<file path="config.mk">
export PLATFORM = sky130hd
export DESIGN_NAME = disc_ctrl_top
export DESIGN_NICKNAME = d
export VERILOG_FILES = /design/src/rtl/disc_ctrl_pkg.sv /design/src/rtl/disc_ctrl_top.sv /design/src/rtl/step_ctrl.sv /design/src/rtl/sram_ctrl.sv /design/src/rtl/host_regs.sv
export VERILOG_INCLUDE_DIRS = /design/src /design/src/rtl
export SDC_FILE = /design/constraint.sdc
export NUM_CORES = 1
export LEC_CHECK = 0
export ABC_AREA = 1
export BUFFER_PORTS_ARGS = -buffer_cell sky130_fd_sc_hd__buf_2
export CAP_MARGIN = 20
export CORE_MARGIN = 10
export CORE_UTILIZATION = 50
export CTS_BUF_LIST = sky130_fd_sc_hd__clkbuf_2 sky130_fd_sc_hd__clkbuf_4 sky130_fd_sc_hd__clkbuf_8
export DETAILED_ROUTE_END_ITERATION = 16
export PLACE_DENSITY = 0.71
export SKIP_LAST_GASP = 1
export SYNTH_ARGS = -nofsm -noshare
export SYNTH_HDL_FRONTEND = slang
export SYNTH_SLANG_ARGS = --single-unit
</file>
<file path="constraint.sdc">
create_clock -name CLK_MASTER -period 4.4 [get_ports CLK_MASTER]
set_clock_uncertainty 0.15 [all_clocks]
set_input_delay 0.88 -clock CLK_MASTER [delete_from_list [all_inputs] [get_ports CLK_MASTER]]
set_output_delay 0.88 -clock CLK_MASTER [all_outputs]
set_load 0.01 [all_outputs]
</file>
<file path="src/rtl/disc_ctrl_macros.svh">
`ifndef DISC_CTRL_MACROS_SVH
`define DISC_CTRL_MACROS_SVH

////////////////////////////////////////
// Widths

`define SRAM_ADDR_W	19	// 512K x 8 SRAM
`define HOST_DATA_W	8	// Host parallel port

////////////////////////////////////////
// Identification

`define MCO_TYPE	16'hDD55	// Microcode type
`define MCO_VERSION	16'h001B	// Microcode version

// Master clock cycles per 250 us tick
// Short for simulation, 20000 at 80 MHz on hardware
`define TICKS_250US	16

////////////////////////////////////////
// Host register map, low address byte only

`define REG_ADDR_LOW	8'h00	// SRAM address [7:0]
`define REG_ADDR_HIGH	8'h01	// SRAM address [15:8]
`define REG_ADDR_UPPER	8'h02	// SRAM address [18:16]
`define REG_SRAM_DATA	8'h03	// SRAM data port
`define REG_DRIVE_CTRL	8'h04	// Drive control write, ID type low read
`define REG_ID_TYPE_HIGH	8'h05
`define REG_ID_VER_LOW	8'h06
`define REG_ID_VER_HIGH	8'h07
`define REG_STATUS	8'h0F	// Drive and controller status
`define REG_SCRATCH	8'h30
`define REG_SCRATCH_INV	8'h31
`define REG_FIXED_55	8'h32
`define REG_FIXED_AA	8'h33
`define REG_STEP_RATE	8'hF0
`define REG_STEP_CMD	8'hFF

`endif
</file>
<file path="src/rtl/disc_ctrl_pkg.sv">
`include "disc_ctrl_macros.svh"

package disc_ctrl_pkg;

	// Host register addresses
	typedef enum logic [7:0] {
		ADDR_LOW     = `REG_ADDR_LOW,
		ADDR_HIGH    = `REG_ADDR_HIGH,
		ADDR_UPPER   = `REG_ADDR_UPPER,
		SRAM_DATA    = `REG_SRAM_DATA,
		DRIVE_CTRL   = `REG_DRIVE_CTRL,	// Reads back as ID type low
		ID_TYPE_HIGH = `REG_ID_TYPE_HIGH,
		ID_VER_LOW   = `REG_ID_VER_LOW,
		ID_VER_HIGH  = `REG_ID_VER_HIGH,
		STATUS       = `REG_STATUS,
		SCRATCH      = `REG_SCRATCH,
		SCRATCH_INV  = `REG_SCRATCH_INV,
		FIXED_55     = `REG_FIXED_55,
		FIXED_AA     = `REG_FIXED_AA,
		STEP_RATE    = `REG_STEP_RATE,
		STEP_CMD     = `REG_STEP_CMD
	} reg_addr_e;

	// Memory write controller
	typedef enum logic [2:0] {
		MWC_IDLE,	// OE on, waiting for a write
		MWC_OE_OFF,	// SRAM outputs off
		MWC_WRITE,	// WE pulse
		MWC_WRITE_END,
		MWC_INC_ADDR
	} mwc_state_e;

	// Stepper
	typedef enum logic [1:0] {
		STEP_IDLE,
		STEP_PULSE,	// Step pin high for one tick
		STEP_GAP	// Rest of the step period
	} step_state_e;

	////////////////////////////////////////
	// Buses between blocks

	typedef struct packed {
		logic                    ale_high;
		logic                    ale_low;
		logic                    rd;
		logic                    wr;
		logic [`HOST_DATA_W-1:0] wdata;
	} host_bus_t;

	// One-cycle pulses from the register decoder
	typedef struct packed {
		logic                    load_low;
		logic                    load_high;
		logic                    load_upper;
		logic                    write_data;
		logic                    read_done;
		logic [`HOST_DATA_W-1:0] wdata;
	} sram_cmd_t;

	typedef struct packed {
		logic       go;
		logic       dir;	// 1 = inward
		logic [6:0] count;
	} step_cmd_t;

	// Same bit order as the host sees in the register
	typedef struct packed {
		logic       side;
		logic       motor;
		logic [3:0] drive_sel;
		logic       in_use;
		logic       density;
	} drive_ctrl_t;

	typedef struct packed {
		logic index;
		logic track0;
		logic wrprot;
		logic ready;
		logic dens;
	} fd_status_t;

endpackage

</file>
<file path="src/rtl/disc_ctrl_top.sv">
`include "disc_ctrl_macros.svh"

module disc_ctrl_top import disc_ctrl_pkg::*; (
	input  logic                    CLK_MASTER,
	input  logic                    arst_n,
	// Host port
	input  host_bus_t               host_bus,
	output logic [`HOST_DATA_W-1:0] host_rdata,
	// SRAM
	output logic [`SRAM_ADDR_W-1:0] sram_a,
	input  logic [`HOST_DATA_W-1:0] sram_dq_in,
	output logic [`HOST_DATA_W-1:0] sram_dq_out,
	output logic                    sram_we_n,
	output logic                    sram_oe_n,
	output logic                    sram_ce_n,
	// Drive status, readback only
	input  logic                    fd_index_in,
	input  logic                    fd_wrprot_in,
	input  logic                    fd_rdy_in,
	input  logic                    fd_dens_in,
	input  logic                    fd_track0_in,
	// Drive outputs, active low except step and dir
	output logic                    fd_dens_out,
	output logic                    fd_inuse,
	output logic [3:0]              fd_drvsel,
	output logic                    fd_moten,
	output logic                    fd_sidesel,
	output logic                    fd_step,
	output logic                    fd_dir
);

	sram_cmd_t               sram_cmd;
	step_cmd_t               step_cmd;
	drive_ctrl_t             drive_ctrl;
	fd_status_t              fd_status;
	logic [`HOST_DATA_W-1:0] step_rate;
	logic [`HOST_DATA_W-1:0] rd_latch;
	logic                    sram_empty, sram_full;
	logic                    stepping;

	assign fd_status = '{index: fd_index_in, track0: fd_track0_in, wrprot: fd_wrprot_in,
		ready: fd_rdy_in, dens: fd_dens_in};

	host_regs u_host_regs (
		.CLK_MASTER    (CLK_MASTER),
		.arst_n        (arst_n),
		.bus           (host_bus),
		.rdata         (host_rdata),
		.sram_cmd      (sram_cmd),
		.sram_addr     (sram_a),
		.sram_rd_latch (rd_latch),
		.sram_empty    (sram_empty),
		.sram_full     (sram_full),
		.step_cmd      (step_cmd),
		.step_rate     (step_rate),
		.stepping      (stepping),
		.fd_status     (fd_status),
		.drive_ctrl    (drive_ctrl)
	);

	sram_ctrl u_sram_ctrl (
		.CLK_MASTER  (CLK_MASTER),
		.arst_n      (arst_n),
		.cmd         (sram_cmd),
		.sram_a      (sram_a),
		.sram_dq_in  (sram_dq_in),
		.sram_dq_out (sram_dq_out),
		.sram_we_n   (sram_we_n),
		.sram_oe_n   (sram_oe_n),
		.rd_latch    (rd_latch),
		.empty       (sram_empty),
		.full        (sram_full)
	);

	step_ctrl u_step_ctrl (
		.CLK_MASTER (CLK_MASTER),
		.arst_n     (arst_n),
		.cmd        (step_cmd),
		.step_rate  (step_rate),
		.track0     (fd_track0_in),
		.fd_step    (fd_step),
		.fd_dir     (fd_dir),
		.stepping   (stepping)
	);

	////////////////////////////////////////
	// Drive pins

	assign fd_dens_out = ~drive_ctrl.density;
	assign fd_inuse    = ~drive_ctrl.in_use;
	assign fd_drvsel   = ~drive_ctrl.drive_sel;
	assign fd_moten    = ~drive_ctrl.motor;
	assign fd_sidesel  = ~drive_ctrl.side;
	assign sram_ce_n   = 1'b0;	// Always selected for fastest access

endmodule

</file>
<file path="src/rtl/step_ctrl.sv">
`include "disc_ctrl_macros.svh"

module step_ctrl import disc_ctrl_pkg::*; #(
	parameter int unsigned TICKS = `TICKS_250US	// Clocks per 250 us tick
) (
	input  logic                    CLK_MASTER,
	input  logic                    arst_n,
	input  step_cmd_t               cmd,
	input  logic [`HOST_DATA_W-1:0] step_rate,
	input  logic                    track0,
	output logic                    fd_step,
	output logic                    fd_dir,
	output logic                    stepping
);

	localparam int unsigned tick_w = $clog2(TICKS);

	step_state_e             state;
	logic [tick_w-1:0]       tick_cnt;
	logic                    tick;
	logic                    start;
	logic                    dir_q;
	logic [6:0]              remaining;	// Pulses left after the current one
	logic [`HOST_DATA_W-1:0] rate_cnt;	// Ticks into the step period

	// Outward at track 0 has nothing to do
	assign start = (state == STEP_IDLE) && cmd.go && (cmd.count != '0) &&
		(cmd.dir || !track0);

	////////////////////////////////////////
	// 250 us tick, restarted with each command

	assign tick = (tick_cnt == tick_w'(TICKS - 1));

	always_ff @(posedge CLK_MASTER or negedge arst_n) begin
		if (!arst_n) begin
			tick_cnt <= '0;
		end else if (start || tick) begin
			tick_cnt <= '0;
		end else begin
			tick_cnt <= tick_cnt + 1'b1;
		end
	end

	////////////////////////////////////////
	// Step sequencer
	// Period is step_rate + 1 ticks, first tick is the pulse

	always_ff @(posedge CLK_MASTER or negedge arst_n) begin
		if (!arst_n) begin
			state     <= STEP_IDLE;
			dir_q     <= 1'b0;
			remaining <= '0;
			rate_cnt  <= '0;
		end else if (start) begin
			state     <= STEP_PULSE;	// Go while busy never gets here
			dir_q     <= cmd.dir;
			remaining <= cmd.count - 1'b1;
			rate_cnt  <= '0;
		end else if (state != STEP_IDLE && tick) begin
			if (state == STEP_PULSE && remaining == '0) begin
				state <= STEP_IDLE;	// Last pulse over
			end else if (rate_cnt == step_rate) begin
				// Period boundary
				rate_cnt <= '0;
				if (!dir_q && track0) begin
					state <= STEP_IDLE;	// Head reached track 0
				end else begin
					state     <= STEP_PULSE;
					remaining <= remaining - 1'b1;
				end
			end else begin
				rate_cnt <= rate_cnt + 1'b1;
				state    <= STEP_GAP;
			end
		end
	end

	assign fd_step  = (state == STEP_PULSE);
	assign fd_dir   = dir_q;
	assign stepping = (state != STEP_IDLE);

	// No outward pulse with the head at track 0
	a_no_outward_at_track0: assert property (@(posedge CLK_MASTER) disable iff (!arst_n)
		$rose(fd_step) && !fd_dir |-> $past(!track0));

	// Every pulse lasts a whole tick
	a_pulse_width: assert property (@(posedge CLK_MASTER) disable iff (!arst_n)
		$rose(fd_step) |-> fd_step [*TICKS]);

endmodule

</file>
<file path="src/rtl/sram_ctrl.sv">
`include "disc_ctrl_macros.svh"

module sram_ctrl import disc_ctrl_pkg::*; (
	input  logic                    CLK_MASTER,
	input  logic                    arst_n,
	input  sram_cmd_t               cmd,
	output logic [`SRAM_ADDR_W-1:0] sram_a,
	input  logic [`HOST_DATA_W-1:0] sram_dq_in,
	output logic [`HOST_DATA_W-1:0] sram_dq_out,
	output logic                    sram_we_n,
	output logic                    sram_oe_n,
	output logic [`HOST_DATA_W-1:0] rd_latch,
	output logic                    empty,
	output logic                    full
);

	mwc_state_e              state;
	logic [`SRAM_ADDR_W-1:0] addr;
	logic                    addr_inc;
	logic [`HOST_DATA_W-1:0] wr_data;

	////////////////////////////////////////
	// Memory write controller
	// Outputs are set on entry to each state so they line up with it

	always_ff @(posedge CLK_MASTER or negedge arst_n) begin
		if (!arst_n) begin
			state     <= MWC_IDLE;
			sram_we_n <= 1'b1;
			sram_oe_n <= 1'b1;	// Bus released during reset
		end else begin
			case (state)
				MWC_IDLE: begin
					sram_we_n <= 1'b1;
					if (cmd.write_data) begin
						state     <= MWC_OE_OFF;
						sram_oe_n <= 1'b1;	// Get the SRAM off the bus first
					end else begin
						sram_oe_n <= 1'b0;	// Keep read data flowing
					end
				end
				MWC_OE_OFF: begin
					state     <= MWC_WRITE;
					sram_we_n <= 1'b0;	// Data already set up
				end
				MWC_WRITE: begin
					state     <= MWC_WRITE_END;
					sram_we_n <= 1'b1;	// Single cycle WE
				end
				MWC_WRITE_END: state <= MWC_INC_ADDR;	// Hold time
				MWC_INC_ADDR: begin
					state     <= MWC_IDLE;
					sram_oe_n <= 1'b0;
				end
				default: state <= MWC_IDLE;
			endcase
		end
	end

	// Write byte, taken with the command
	always_ff @(posedge CLK_MASTER) begin
		if (state == MWC_IDLE && cmd.write_data) wr_data <= cmd.wdata;
	end

	assign sram_dq_out = wr_data;

	// Follows the addressed byte while idle
	// The address only moves after rd falls so the byte is steady for the host read
	always_ff @(posedge CLK_MASTER) begin
		if (state == MWC_IDLE && !sram_oe_n) rd_latch <= sram_dq_in;
	end

	////////////////////////////////////////
	// Address counter

	assign addr_inc = (state == MWC_INC_ADDR) || cmd.read_done;

	always_ff @(posedge CLK_MASTER or negedge arst_n) begin
		if (!arst_n) begin
			addr <= '0;
		end else if (cmd.load_low) begin
			addr[7:0] <= cmd.wdata;
		end else if (cmd.load_high) begin
			addr[15:8] <= cmd.wdata;
		end else if (cmd.load_upper) begin
			addr[18:16] <= cmd.wdata[2:0];
		end else if (addr_inc) begin
			addr <= addr + 1'b1;	// Wraps at the top
		end
	end

	assign sram_a = addr;
	assign empty  = (addr == '0);
	assign full   = &addr;

	// Bus contention check between the two enables
	a_we_needs_oe_off: assert property (@(posedge CLK_MASTER) disable iff (!arst_n)
		!sram_we_n |-> sram_oe_n);

	// Host must keep the access gap or the write is dropped
	a_write_in_idle: assert property (@(posedge CLK_MASTER) disable iff (!arst_n)
		cmd.write_data |-> (state == MWC_IDLE));

endmodule

</file>
<file path="src/rtl/host_regs.sv">
`include "disc_ctrl_macros.svh"

module host_regs import disc_ctrl_pkg::*; (
	input  logic                    CLK_MASTER,
	input  logic                    arst_n,
	input  host_bus_t               bus,
	output logic [`HOST_DATA_W-1:0] rdata,
	output sram_cmd_t               sram_cmd,
	input  logic [`SRAM_ADDR_W-1:0] sram_addr,
	input  logic [`HOST_DATA_W-1:0] sram_rd_latch,
	input  logic                    sram_empty,
	input  logic                    sram_full,
	output step_cmd_t               step_cmd,
	output logic [`HOST_DATA_W-1:0] step_rate,
	input  logic                    stepping,
	input  fd_status_t              fd_status,
	output drive_ctrl_t             drive_ctrl
);

	localparam logic [15:0] id_type    = `MCO_TYPE;
	localparam logic [15:0] id_version = `MCO_VERSION;

	logic [15:0]             addr;		// Latched host address
	logic [7:0]              reg_sel;	// Decoded part
	logic                    wr_q, rd_q;
	logic                    wr_pulse;	// One cycle, one clock after wr rises
	logic                    rd_done;	// One cycle, one clock after rd falls on SRAM_DATA
	logic [`HOST_DATA_W-1:0] scratch;

	assign reg_sel = addr[7:0];

	////////////////////////////////////////
	// Address latch and strobe edges

	always_ff @(posedge CLK_MASTER or negedge arst_n) begin
		if (!arst_n) begin
			addr     <= '0;
			wr_q     <= 1'b0;
			rd_q     <= 1'b0;
			wr_pulse <= 1'b0;
			rd_done  <= 1'b0;
		end else begin
			if (bus.ale_high) addr[15:8] <= bus.wdata;	// Any cycle with ALE high
			if (bus.ale_low)  addr[7:0]  <= bus.wdata;
			wr_q     <= bus.wr;
			rd_q     <= bus.rd;
			wr_pulse <= bus.wr && !wr_q;	// Rising edge of wr
			rd_done  <= !bus.rd && rd_q && (reg_sel == SRAM_DATA);
		end
	end

	////////////////////////////////////////
	// Register writes

	always_ff @(posedge CLK_MASTER or negedge arst_n) begin
		if (!arst_n) begin
			drive_ctrl <= '0;	// All drive pins inactive
			step_rate  <= '0;
			scratch    <= '0;
		end else if (wr_pulse) begin
			// wdata still held, wr lasts 3 cycles min
			case (reg_sel)
				DRIVE_CTRL: drive_ctrl <= drive_ctrl_t'(bus.wdata);
				STEP_RATE:  step_rate  <= bus.wdata;
				SCRATCH:    scratch    <= bus.wdata;
				default: ;	// Address and data ports decoded below
			endcase
		end
	end

	// Command pulses to the SRAM and step blocks
	always_comb begin
		sram_cmd.load_low   = wr_pulse && (reg_sel == ADDR_LOW);
		sram_cmd.load_high  = wr_pulse && (reg_sel == ADDR_HIGH);
		sram_cmd.load_upper = wr_pulse && (reg_sel == ADDR_UPPER);
		sram_cmd.write_data = wr_pulse && (reg_sel == SRAM_DATA);
		sram_cmd.read_done  = rd_done;
		sram_cmd.wdata      = bus.wdata;

		step_cmd.go    = wr_pulse && (reg_sel == STEP_CMD);
		step_cmd.dir   = bus.wdata[7];	// Top bit is direction
		step_cmd.count = bus.wdata[6:0];
	end

	////////////////////////////////////////
	// Readback, straight from the latched address

	always_comb begin
		case (reg_sel)
			ADDR_LOW:     rdata = sram_addr[7:0];
			ADDR_HIGH:    rdata = sram_addr[15:8];
			ADDR_UPPER:   rdata = {5'b00000, sram_addr[18:16]};	// Only 3 bits exist
			SRAM_DATA:    rdata = sram_rd_latch;
			DRIVE_CTRL:   rdata = id_type[7:0];	// Write-only register, ID on read
			ID_TYPE_HIGH: rdata = id_type[15:8];
			ID_VER_LOW:   rdata = id_version[7:0];
			ID_VER_HIGH:  rdata = id_version[15:8];
			STATUS:       rdata = {fd_status, stepping, sram_empty, sram_full};
			SCRATCH:      rdata = scratch;
			SCRATCH_INV:  rdata = ~scratch;	// Bus bit test
			FIXED_55:     rdata = 8'h55;
			FIXED_AA:     rdata = 8'hAA;
			STEP_RATE:    rdata = step_rate;
			default:      rdata = '0;	// Unmapped
		endcase
	end

endmodule

</file>
[After elaboration in Yosys (flattened, before gate mapping)]
Cells that the tools add are included.
Word-level totals
  memory bits (read-only): 0
  bits of input ports: 27
  memories: 0
  latch bits: 0
  output and inout port bits: 48
  register bits after elaboration: 98
  memory bits (writable): 0
  word-level logic and storage cells: 140
Cells by class
  divide/modulo/power cells: 0
  reductions and logical operators: 49
  add/sub/neg operators: 5
  multiplexer cells: 27
  order comparisons: 0
  bitwise logic cells: 8
  shifts and indexed selects: 0
  equal/unequal tests: 26
  $mul: 0
Operators with widths (count)
  case mux 8 bit (12 select lines): 1
  two-way mux 8 bit: 7
  two-way mux 7 bit: 5
  == test 8 x 6 -> 1 bit (second input constant): 4
  == test 8 x 3 -> 1 bit (second input constant): 3
  adder 19 x 1 -> 19 bit (second input constant): 1
  zero test 19 bit: 1
  two-way mux 19 bit: 1
  AND reduction 19 bit: 1
  == test 8 x 2 -> 1 bit (second input constant): 2
  == test 8 bit (second input constant): 2
  logical AND 1 bit: 16
  two-way mux 16 bit: 1
  nonzero test 2 bit: 8
  subtractor 7 x 1 -> 7 bit (second input constant): 2
  != test 2 x 1 -> 1 bit (second input constant): 6
  case mux 3 bit (4 select lines): 1
  AND reduction 3 bit: 3
  adder 8 x 1 -> 8 bit (second input constant): 1
  == test 8 x 1 -> 1 bit (second input constant): 1
  == test 8 x 4 -> 1 bit (second input constant): 1
  == test 8 bit: 1
  zero test 8 bit: 1
  two-way mux 2 bit: 4
  22 further kinds: 41

[Logic depth before layout (Yosys ltp)]
Gate-level depths: netlist (run 1).
  depth after elaboration: 7
  depth in mapped cells: 15
  mapped depth without buffers: 14

[Modules after synthesis]
Synthesis (run 1) repeated with hierarchy kept, for this count alone.
Unflattened totals
  cell total of the unflattened synthesis: 823
  area, all modules: 6048.3 µm²
By module, submodules not included
  host_regs: instances 1, area an instance 2326.0 µm², seq. area each 900.9 µm², cells an instance 323
  sram_ctrl: instances 1, area an instance 2195.9 µm², seq. area each 1083.5 µm², cells an instance 272
  step_ctrl: instances 1, area an instance 1485.2 µm², seq. area each 550.5 µm², cells an instance 218
  disc_ctrl_top: instances 1, area an instance 41.3 µm², seq. area each 0.0 µm², cells an instance 10

[Least setup slack after synthesis (run 1)]
Ideal clock, no wire load.
  path type: flip-flop to output port
  from: register u_sram_ctrl.addr[1] (netlist: u_sram_ctrl.sram_a[1])
  to: output host_rdata[0]
  path slack: 1751 ps
  path buffers: 0
  arrival time: 1619 ps
  stages on the path, launching flop included: 12
  required time: 3370 ps
  cell sequence: dfrtp_1 -> ha_1 -> nand2_1 -> nor2_2 -> nand3_1 -> nor2_1 -> nand3_1 -> nor2_2 -> nand2_1 -> nor2_1 -> nor2_1 -> nand3_1
Between the ends
  cells in the longest elaborated chain, start to end: 2
RTL lines
  start, declared: line sram_ctrl.sv:18  | logic [`SRAM_ADDR_W-1:0] addr;
  start signal, assigned: line sram_ctrl.sv:82  | addr[7:0] <= cmd.wdata;
  start signal, assigned: line sram_ctrl.sv:88  | addr <= addr + 1'b1;
  AND reduction 19 bit: line sram_ctrl.sv:94  | assign full = &addr;
  case mux 8 bit (12 select lines): line host_regs.sv:89  | case (reg_sel)
  end, declared: line disc_ctrl_top.sv:8  | output logic [`HOST_DATA_W-1:0] host_rdata,
Every way passes these cells.

[Worst setup path after layout (run 1)]
Ends and elaborated chain as after synthesis.

==> results.cfg, run 1 <==
[layout]
design_area_mm2 = 0.00628
layout_common_cells = nand2_1, inv_1, dfrtp_1, buf_2, nor2_1
final_common_cell = nand2_1
regArea_mm2 = 0.00253
fin_cells = 937
drive_gt1_frac = 0.188
fillers = 1034
multi_input_comb_area_mm2 = 0.00259
syn2layout_area_growth_pct = 12.0
fin_nets = 824
diodes = 0

[pwr]
p_int_mw = 1.61
pwr-share-clk = 0.223
vdd_drop_max_v = 0.000225
p_switching_mw = 1.01
power_frac_comb = 0.283
p_leak_nw = 3.16
swShare = 0.387
seqPwrFrac = 0.494
powerDensity_mw_per_mm2 = 417

[placement]
post-place-cells = 920
placedInstanceArea_mm2 = 0.00607
port_buffers = 72
gp_congestion = 1.03
pre_cts_ws_ns = 1.38
dp_hpwl_um = 12300

[floorplanning]
die_h_um = 126
rows = 38
die-area_mm2 = 0.0159
die_w_um = 126
initial_core_util = 0.513
ios = 75
core_area_mm2 = 0.0109

[min_path]
hold_depth = 1
min_to = u_host_regs.wr_pulse
hp-start = u_host_regs.wr_q
hp-class = flip-flop to flip-flop

[clocking]
cts_tree = done
post_cts_buffers = 0
cts_resized = 0
cts-root-buf = clkbuf_8
cts_hold_repair.buffers = 0
clkLatencyLatePin_ns = 0.39
clkTransAtPathRegs_ns = 0.09
cts_sinks = 98
cts.path.max_buffers = 2
htree_levels = 3
cts_buffers = 9

[worst_setup_path]
startpoint_type = flip-flop
cpMaxStageDelayCell = dfrtp_1
crit_path_end_kind = primary output
required_ns = 3.37
worst-path-max-fanout = 6
slowest_delay_ns = 0.46
critPathKind = flip-flop to primary output
r2r_slack_ns = 1.86
path_cells = ha_1 > nand2_1 > nor2_2 > nand3_1 > nor2_1 > nand3_1 > nor2_2 > nand2_1 > nor2_1 > nor2_1 > nand3_1 > buf_2
r2r_start = u_host_regs.addr[7]
cp.arrival_ns = 2.41
reg2reg_depth = 7
rr_endpoint = u_sram_ctrl.sram_dq_out[7]

[drt]
wl_met3_um = 1060
first_pass_iters = 5
detail-route-antenna-nets = 0
drtIter0Drc = 577
vias = 5156
finalWirelength_um = 16100
dr_wl_met2_um = 7460
vias_per_cell = 5.50
wire_per_inst_um = 17.1
maxUsedRoutingLayer = met4
drc_errors = 0
wl_met1_um = 7130

[yosys]
synthXorXnorAreaFrac = 0.0172
syn-cell-area_mm2 = 0.00561
yosysWarningCount = 0
post_synth.cell_area_avg_um2 = 7.80
synth_top_family_by_area = simple AND/OR/NAND/NOR gates
ys_seq_area_frac = 0.452
muxShareOfSynthArea = 0
synth_compound_area_frac = 0.125
synthFlopType = dfrtp_1
synth.top_cell.area_share = 0.357
synthAdderAreaFrac = 0.0111
synth_cell_type_count = 48
async_flop_share = 0.837
synth_edf_count = 16
synth.largest_area_cell = dfrtp_1
synthSimpleGateAreaFrac = 0.308
syn_nets = 752
synth-seq-cells = 98
postSynthCellCount = 720
yosys-top-cells-area = dfrtp_1, nand2_1, edfxtp_1

[sta]
drv_slew = 0
slew_headroom = 0.414
setup_viol = 0
worstMarginPinSlew_ns = 0.875
rsz0062_at_grt = false
hold_viol = 0
setup_slack_ns = 0.956
max_freq_ghz = 0.290
tns_ns = 0
period_minus_slack_ns = 3.44
timing.final.crit_share = 0.783

[global_route]
grt_max_degree = 83
gr-total-overflow = 0
antenna_found_initial = 0
grtUsageTotal = 0.197
grt_pass1_wl_um = 25500
grt_pass1_vias = 4829

[run]
maxCapViolCount = 0

[outcome]
outcome = complete, no violations
## layer usage
layer  vias up  global-route usage
met3        35              0.0424
met5         -                   0
met4         0              0.0656
met1      2441               0.261
met2       192               0.314
li1       2488                   -
## power groups by stage
stage,Combinational (mW),Clock [mW],Sequential [mW]
2_1_floorplan,0.434,0,1.28
3_3_place_gp,0.727,0,1.31
3_5_place_dp,0.740,0,1.31
4_1_cts,0.743,0.590,1.29
5_1_grt,0.835,0.629,1.32
6_report,0.742,0.584,1.30
## registers in the layout, indices dropped and copies added (netlist names), 2 cells and up
| signal | cells |
|---|---|
| u_host_regs.addr | 8 |
| u_host_regs.drive_ctrl | 8 |
| u_host_regs.scratch | 8 |
| u_host_regs.step_rate | 8 |
| u_sram_ctrl.rd_latch | 8 |
| u_sram_ctrl.sram_a | 19 |
| u_sram_ctrl.sram_dq_out | 8 |
| u_sram_ctrl.state | 3 |
| u_step_ctrl.rate_cnt | 8 |
| u_step_ctrl.remaining | 7 |
| u_step_ctrl.state | 2 |
| u_step_ctrl.tick_cnt | 4 |
## cells in the mapped netlist (all sizes together) (3+ instances only)
master	number
a21oi	19
a221oi	7
buf	9
clkbuf	3
dfrtp	80
edfxtp	16
ha	5
inv	105
nand2	196
nand3	58
nand4	14
nor2	82
nor3	13
o211ai	10
o21ai	69
o22ai	4
or2	3
xnor2	4
xor2	7
## through the flow
stage	hold slack, ns	utilization	power [mW]
6_report	0.244	0.575	2.62
5_1_grt	0.261	0.575	2.79
4_1_cts	0.248	0.572	2.62
3_5_place_dp	0.235	0.555	2.05
3_3_place_gp	0.231	0.555	2.03
2_1_floorplan	0.226	-	1.72
## area by class of cell
class | instances | area share
inverter | 106 | 0.0637
multi-input combinational | 504 | 0.413
clock inverter | 3 | 0.00358
timing repair buffer | 73 | 0.0621
sequential | 98 | 0.403
clock buffer | 13 | 0.0265
tap | 140 | 0.0279
## logic make-up (layout without fill, tap and decap cells)
logic type,count (synthesis),after routing
AND/OR/NAND/NOR,371,371
AO/OA/AOI/OAI,116,116
XOR/XNOR,11,11
other,1,1
adder cells (fa/ha/maj),5,5
buffers and inverters,118,195
flip-flops,98,98
## how the worst max path moves through the flow
stage                                startpoint  slack (ns)  depth (start not counted)            end
after detailed placement  u_sram_ctrl.sram_a[1]        1.38                         12  host_rdata[0]
after CTS                 u_sram_ctrl.sram_a[1]        0.96                         12  host_rdata[0]
after global routing      u_sram_ctrl.sram_a[1]        0.67                         12  host_rdata[0]
final                     u_sram_ctrl.sram_a[1]        0.96                         12  host_rdata[0]
after global placement    u_sram_ctrl.sram_a[1]        1.42                         12  host_rdata[0]
after floorplan           u_sram_ctrl.sram_a[1]        1.75                         11  host_rdata[0]
## critical path, delay by kind of cell, from the launching register on
| kind | cells | cell delay, ns |
|---|---|---|
| adder cells (fa/ha/maj) | 1 | 0.20 |
| buffers and inverters | 1 | 0.14 |
| flip-flops | 1 | 0.46 |
| AND/OR/NAND/NOR | 10 | 1.24 |
(Power assumes the default switching activity.)
==> run 2, diff against run 1 <==
Clock period 4.4 ns to 3.2 ns, I/O delays scaled along.
==> run 2 against run 1 <==
  * Combinational power increased by 43%
  * Cell count increased by 0.43%
  * Via count about the same
  * Global-route usage increased by 0.16 points
  * Sequential power increased by 37%
  * First-iteration DRC count decreased by 14%
  * Sequential share of layout area decreased by 0.24 points
  * Utilization increased by 0.37 points
  * Die area unchanged
  * Critical path type unchanged
  * Largest power group unchanged
  * Highest routed layer unchanged
==> results.cfg, run 2 (synthesis results as in run 1) <==
[sta]
timing.final.crit_share = 0.952
period_minus_slack_ns = 3.05
hold_viol = 0
setup_slack_ns = 0.152
setup_viol = 0
drv_slew = 0
slew_headroom = 0.578
worstMarginPinSlew_ns = 0.630
max_freq_ghz = 0.328

[floorplanning]
ios = 75
core_area_mm2 = 0.0109
die_h_um = 126
die-area_mm2 = 0.0159
initial_core_util = 0.513
die_w_um = 126
rows = 38

[min_path]
hp-class = input port to asynchronous set/reset pin

[global_route]
grt_pass1_wl_um = 25800
grtUsageTotal = 0.199
gr-total-overflow = 0
grt_pass1_vias = 4957
antenna_found_initial = 0
grt_max_degree = 83

[layout]
postLayoutCoreUtil = 0.578
syn2layout_area_growth_pct = 12.7
largest_reg_flops = 19
fin_cells = 941
fin_nets = 828
design_area_mm2 = 0.00632
diodes = 0
drive_gt1_frac = 0.195
final_common_cell = nand2_1
layout_common_cells = nand2_1, inv_1, dfrtp_1, buf_2, nor2_1
fillers = 1050

[drt]
first_pass_iters = 8
finalWirelength_um = 16100
drtIter0Drc = 499
wire_per_inst_um = 17.1
detail-route-antenna-nets = 0
vias_per_cell = 5.48
vias = 5152
drc_errors = 0

[placement]
post-place-cells = 921
pre_cts_ws_ns = 0.464
gp_congestion = 1.03
dp_hpwl_um = 12400
port_buffers = 72
placedInstanceArea_mm2 = 0.00608

[worst_setup_path]
cpMaxStageDelayCell = dfrtp_2
crit_path_end_kind = primary output
required_ns = 2.41
slowest_delay_ns = 0.42
cp.arrival_ns = 2.26
crit_cells = 12
rr_endpoint = u_step_ctrl.remaining[2]
worst-path-max-fanout = 5
reg2reg_depth = 8
r2r_slack_ns = 0.79
crit_family = simple AND/OR/NAND/NOR gates
startpoint_type = flip-flop
path_cells = ha_1 > nand2_1 > nor2_4 > nand3_1 > nor2_2 > nand3_1 > nor2_4 > nand2_1 > nor2_1 > nor2_1 > nand3_1 > buf_2
r2r_start = u_host_regs.wr_pulse
critPathKind = flip-flop to primary output
critPathBufInv = 1
crit_path_frequent_cell = nand3_1

[pwr]
totalPowerFinal_mw = 3.62
p_leak_nw = 3.17
swShare = 0.386
powerDensity_mw_per_mm2 = 572
power_frac_comb = 0.293
seqPwrFrac = 0.492
p_switching_mw = 1.40
vdd_drop_max_v = 0.000377
p_int_mw = 2.22
pwr-share-clk = 0.214

[clocking]
cts_hold_repair.buffers = 0
htree_levels = 3
clkTransAtPathRegs_ns = 0.10
cts.path.max_buffers = 2
cts_buffers = 9
cts-root-buf = clkbuf_8
clkLatencyLatePin_ns = 0.38
cts_sinks = 98
cts_tree = done

[run]
maxCapViolCount = 0

[outcome]
outcome = complete, no violations
run 2: worst max-delay path by stage:
stage / from / end
finish: u_sram_ctrl.sram_a[1] / host_rdata[0]
global route: u_sram_ctrl.sram_a[1] / host_rdata[0]
CTS: u_sram_ctrl.sram_a[1] / host_rdata[0]
detailed placement: u_sram_ctrl.sram_a[1] / host_rdata[0]
global placement: u_sram_ctrl.sram_a[1] / host_rdata[0]
floorplan: u_sram_ctrl.sram_a[1] / host_rdata[0]
run 2: layer usage:
| layer | up-vias | share of wire | global-route usage |
|---|---|---|---|
| met1 | 2440 | 0.43 | 0.259 |
| met2 | 182 | 0.47 | 0.318 |
| met3 | 34 | 0.074 | 0.0470 |
| met4 | 0 | 0.027 | 0.0683 |
| li1 | 2496 | - | - |
| met5 | - | 0 | 0 |
run 2: timing repair:
item	4_1_cts	5_1_grt
endpoints found under the setup margin	0	1
hold endpoints to repair	0	0
buffers inserted	0	3
resized for setup	0	4
run 2: power by group through the flow:
stage | clock [mW] | sequential, mW | combinational (mW)
detailed placement | 0 | 1.80 | 1.02
global placement | 0 | 1.79 | 1.00
finish | 0.775 | 1.78 | 1.06
floorplan | 0 | 1.77 | 0.596
global route | 0.830 | 1.82 | 1.20
CTS | 0.791 | 1.78 | 1.02
run 2: final cells by class:
class | count | area [um2] | share of cell area
multi-input cells | 504 | 2610 | 0.412
flip-flops and latches | 98 | 2540 | 0.401
repair buffers | 77 | 420 | 0.0665
inverters | 106 | 400 | 0.0633
well taps | 140 | 175 | 0.0277
clock buffers | 13 | 160 | 0.0253
clock inverters | 3 | 25.0 | 0.00396
run 2: worst reg2reg max path, stage by stage, from the launching register on:
cell     delay [ns]
dfrtp_1        0.64
nand3_2        0.20
nor2_8         0.18
nand2_4        0.15
nand2_2        0.27
inv_2          0.07
nor2_2         0.40
o21ai_0        0.17
o21ai_0        0.10
run 2: metrics by stage:
stage | hold slack, ns | setup TNS [ns]
global route | 0.0305 | -0.0400
CTS | 0.211 | 0
detailed placement | 0.242 | 0
finish | 0.00914 | 0
floorplan | 0.194 | 0
global placement | 0.232 | 0
==> run 3, diff against run 2 <==
Clock period 3.2 ns to 3.05 ns, I/O delays scaled along.
==> run 3 against run 2 <==
  * Setup slack worse by 0.035 ns
  * Total power is 7.3% higher
  * First-iteration DRC count is 2.8% higher
  * Cell count is 0.74% higher
  * Via count is 0.97% higher
  * Wire length is 1.7% higher
  * Sequential cell count stayed put
  * Largest cell class unchanged
  * Largest power group unchanged
==> results.cfg, run 3 (synthesis results as in run 1) <==
[outcome]
outcome = complete, no violations

[floorplanning]
die-area_mm2 = 0.0159
ios = 75
die_h_um = 126
core_area_mm2 = 0.0109
die_w_um = 126
rows = 38
initial_core_util = 0.513

[sta]
worstMarginPinSlew_ns = 0.611
period_minus_slack_ns = 2.93
max_freq_ghz = 0.341
slew_headroom = 0.591
timing.final.crit_share = 0.961
setup_slack_ns = 0.117
rsz0062_at_grt = true
tns_ns = 0
setup_viol = 0
drv_slew = 0
hold_viol = 0

[drt]
wire_per_inst_um = 17.3
first_pass_iters = 5
detail-route-antenna-nets = 0
drtIter0Drc = 513
finalWirelength_um = 16400
vias = 5202
drc_errors = 0
vias_per_cell = 5.49

[worst_setup_path]
startpoint_type = flip-flop
critPathKind = flip-flop to primary output
cpMaxStageDelayCell = dfrtp_1
required_ns = 2.29
path_cells = nor2_1 > nand2_1 > inv_1 > nand2_1 > inv_1 > a221oi_1 > nand4_1 > buf_2
critPathBufInv = 3
crit_path_end_kind = primary output
r2r_slack_ns = 0.63
cp.arrival_ns = 2.17
crit_family = simple AND/OR/NAND/NOR gates
slowest_delay_ns = 0.43
worst-path-max-fanout = 6

[pwr]
powerDensity_mw_per_mm2 = 604
p_leak_nw = 3.21
totalPowerFinal_mw = 3.88
vdd_drop_max_v = 0.000353

[clocking]
cts.path.max_buffers = 2
cts-root-buf = clkbuf_8
htree_levels = 3
clkLatencyLatePin_ns = 0.39
cts_buffers = 9
cts_tree = done
clkTransAtPathRegs_ns = 0.09
cts_sinks = 98

[layout]
drive_gt1_frac = 0.210
syn2layout_area_growth_pct = 14.5
final_common_cell = nand2_1
design_area_mm2 = 0.00643
postLayoutCoreUtil = 0.588
largest_reg_flops = 19
layout_common_cells = nand2_1, inv_1, dfrtp_1, buf_2, nor2_1
fin_nets = 835
diodes = 0

[global_route]
gr-total-overflow = 0
met2_usage = 0.318
grt_pass1_wl_um = 26400
grt_max_degree = 83
met3_usage = 0.0516
grt_pass1_vias = 4941
grt_use_met1 = 0.272
antenna_found_initial = 0
grtUsageTotal = 0.205
busiest_layer = met2

[placement]
dp_hpwl_um = 12300
port_buffers = 72
placedInstanceArea_mm2 = 0.00609
gp_congestion = 1.02
pre_cts_ws_ns = 0.265

[min_path]
hp-class = input port to flip-flop

[run]
maxCapViolCount = 0
-- run 3: changes by cell type in the layout (fill, tap and decap cells not counted), sizes merged --
| cell | change |
|---|---|
| buf | +6 |
| bufinv | +1 |
| clkbuf | -1 |
| clkinv | -1 |
| clkinvlp | +1 |
| dlygate4sd3 | +1 |
-- run 3: path summary, 6_finish.rpt --
| path | cells past startpoint | from | endpoint |
|---|---|---|---|
| max | 8 | u_host_regs.addr[0] | host_rdata[1] |
| min | 1 | host_bus[8] | u_host_regs.wr_q |
| max reg2reg | 9 | u_host_regs.wr_pulse | u_step_ctrl.remaining[5] |
| min reg2reg | 1 | u_host_regs.wr_q | u_host_regs.wr_pulse |
| max in group asynchronous | 3 | arst_n | u_sram_ctrl.sram_oe_n |
| min in group asynchronous | 2 | arst_n | u_sram_ctrl.sram_a[12] |
-- run 3: stage by stage --
stage	hold WS [ns]	cells
2_1_floorplan	0.164	720
3_3_place_gp	0.232	923
3_5_place_dp	0.244	923
4_1_cts	0.176	942
5_1_grt	0.187	948
6_report	0.196	948
-- run 3: area by class of cell --
cell class | count | area [um2]
fill | 1036 | 4510
tap | 140 | 175
multi-input combinational | 504 | 2630
timing repair buffer | 84 | 475
clock buffer | 12 | 153
inverter | 106 | 404
sequential | 98 | 2540
clock inverter | 4 | 51.3
-- run 3: timing repair --
action / in CTS / in global routing
gates resized for setup: 2 / 12
pin swaps: 1 / 4
hold buffers: 0 / 1
setup endpoints to repair: 1 / 4
setup buffers: 3 / 4
hold endpoints to repair: 0 / 10
-- run 3: layer usage --
metal / vias to the layer above / wire (um)
li1: 2507 / -
met1: 2442 / 6910
met2: 212 / 7620
met3: 41 / 1400
met4: 0 / 488
met5: - / 0
-- run 3: power by group --
part	switching, mW	leakage (nW)	total, mW	internal (mW)
clock	0.466	0.104	0.888	0.422
combinational	0.727	2.04	1.13	0.401
sequential	0.284	1.07	1.87	1.59
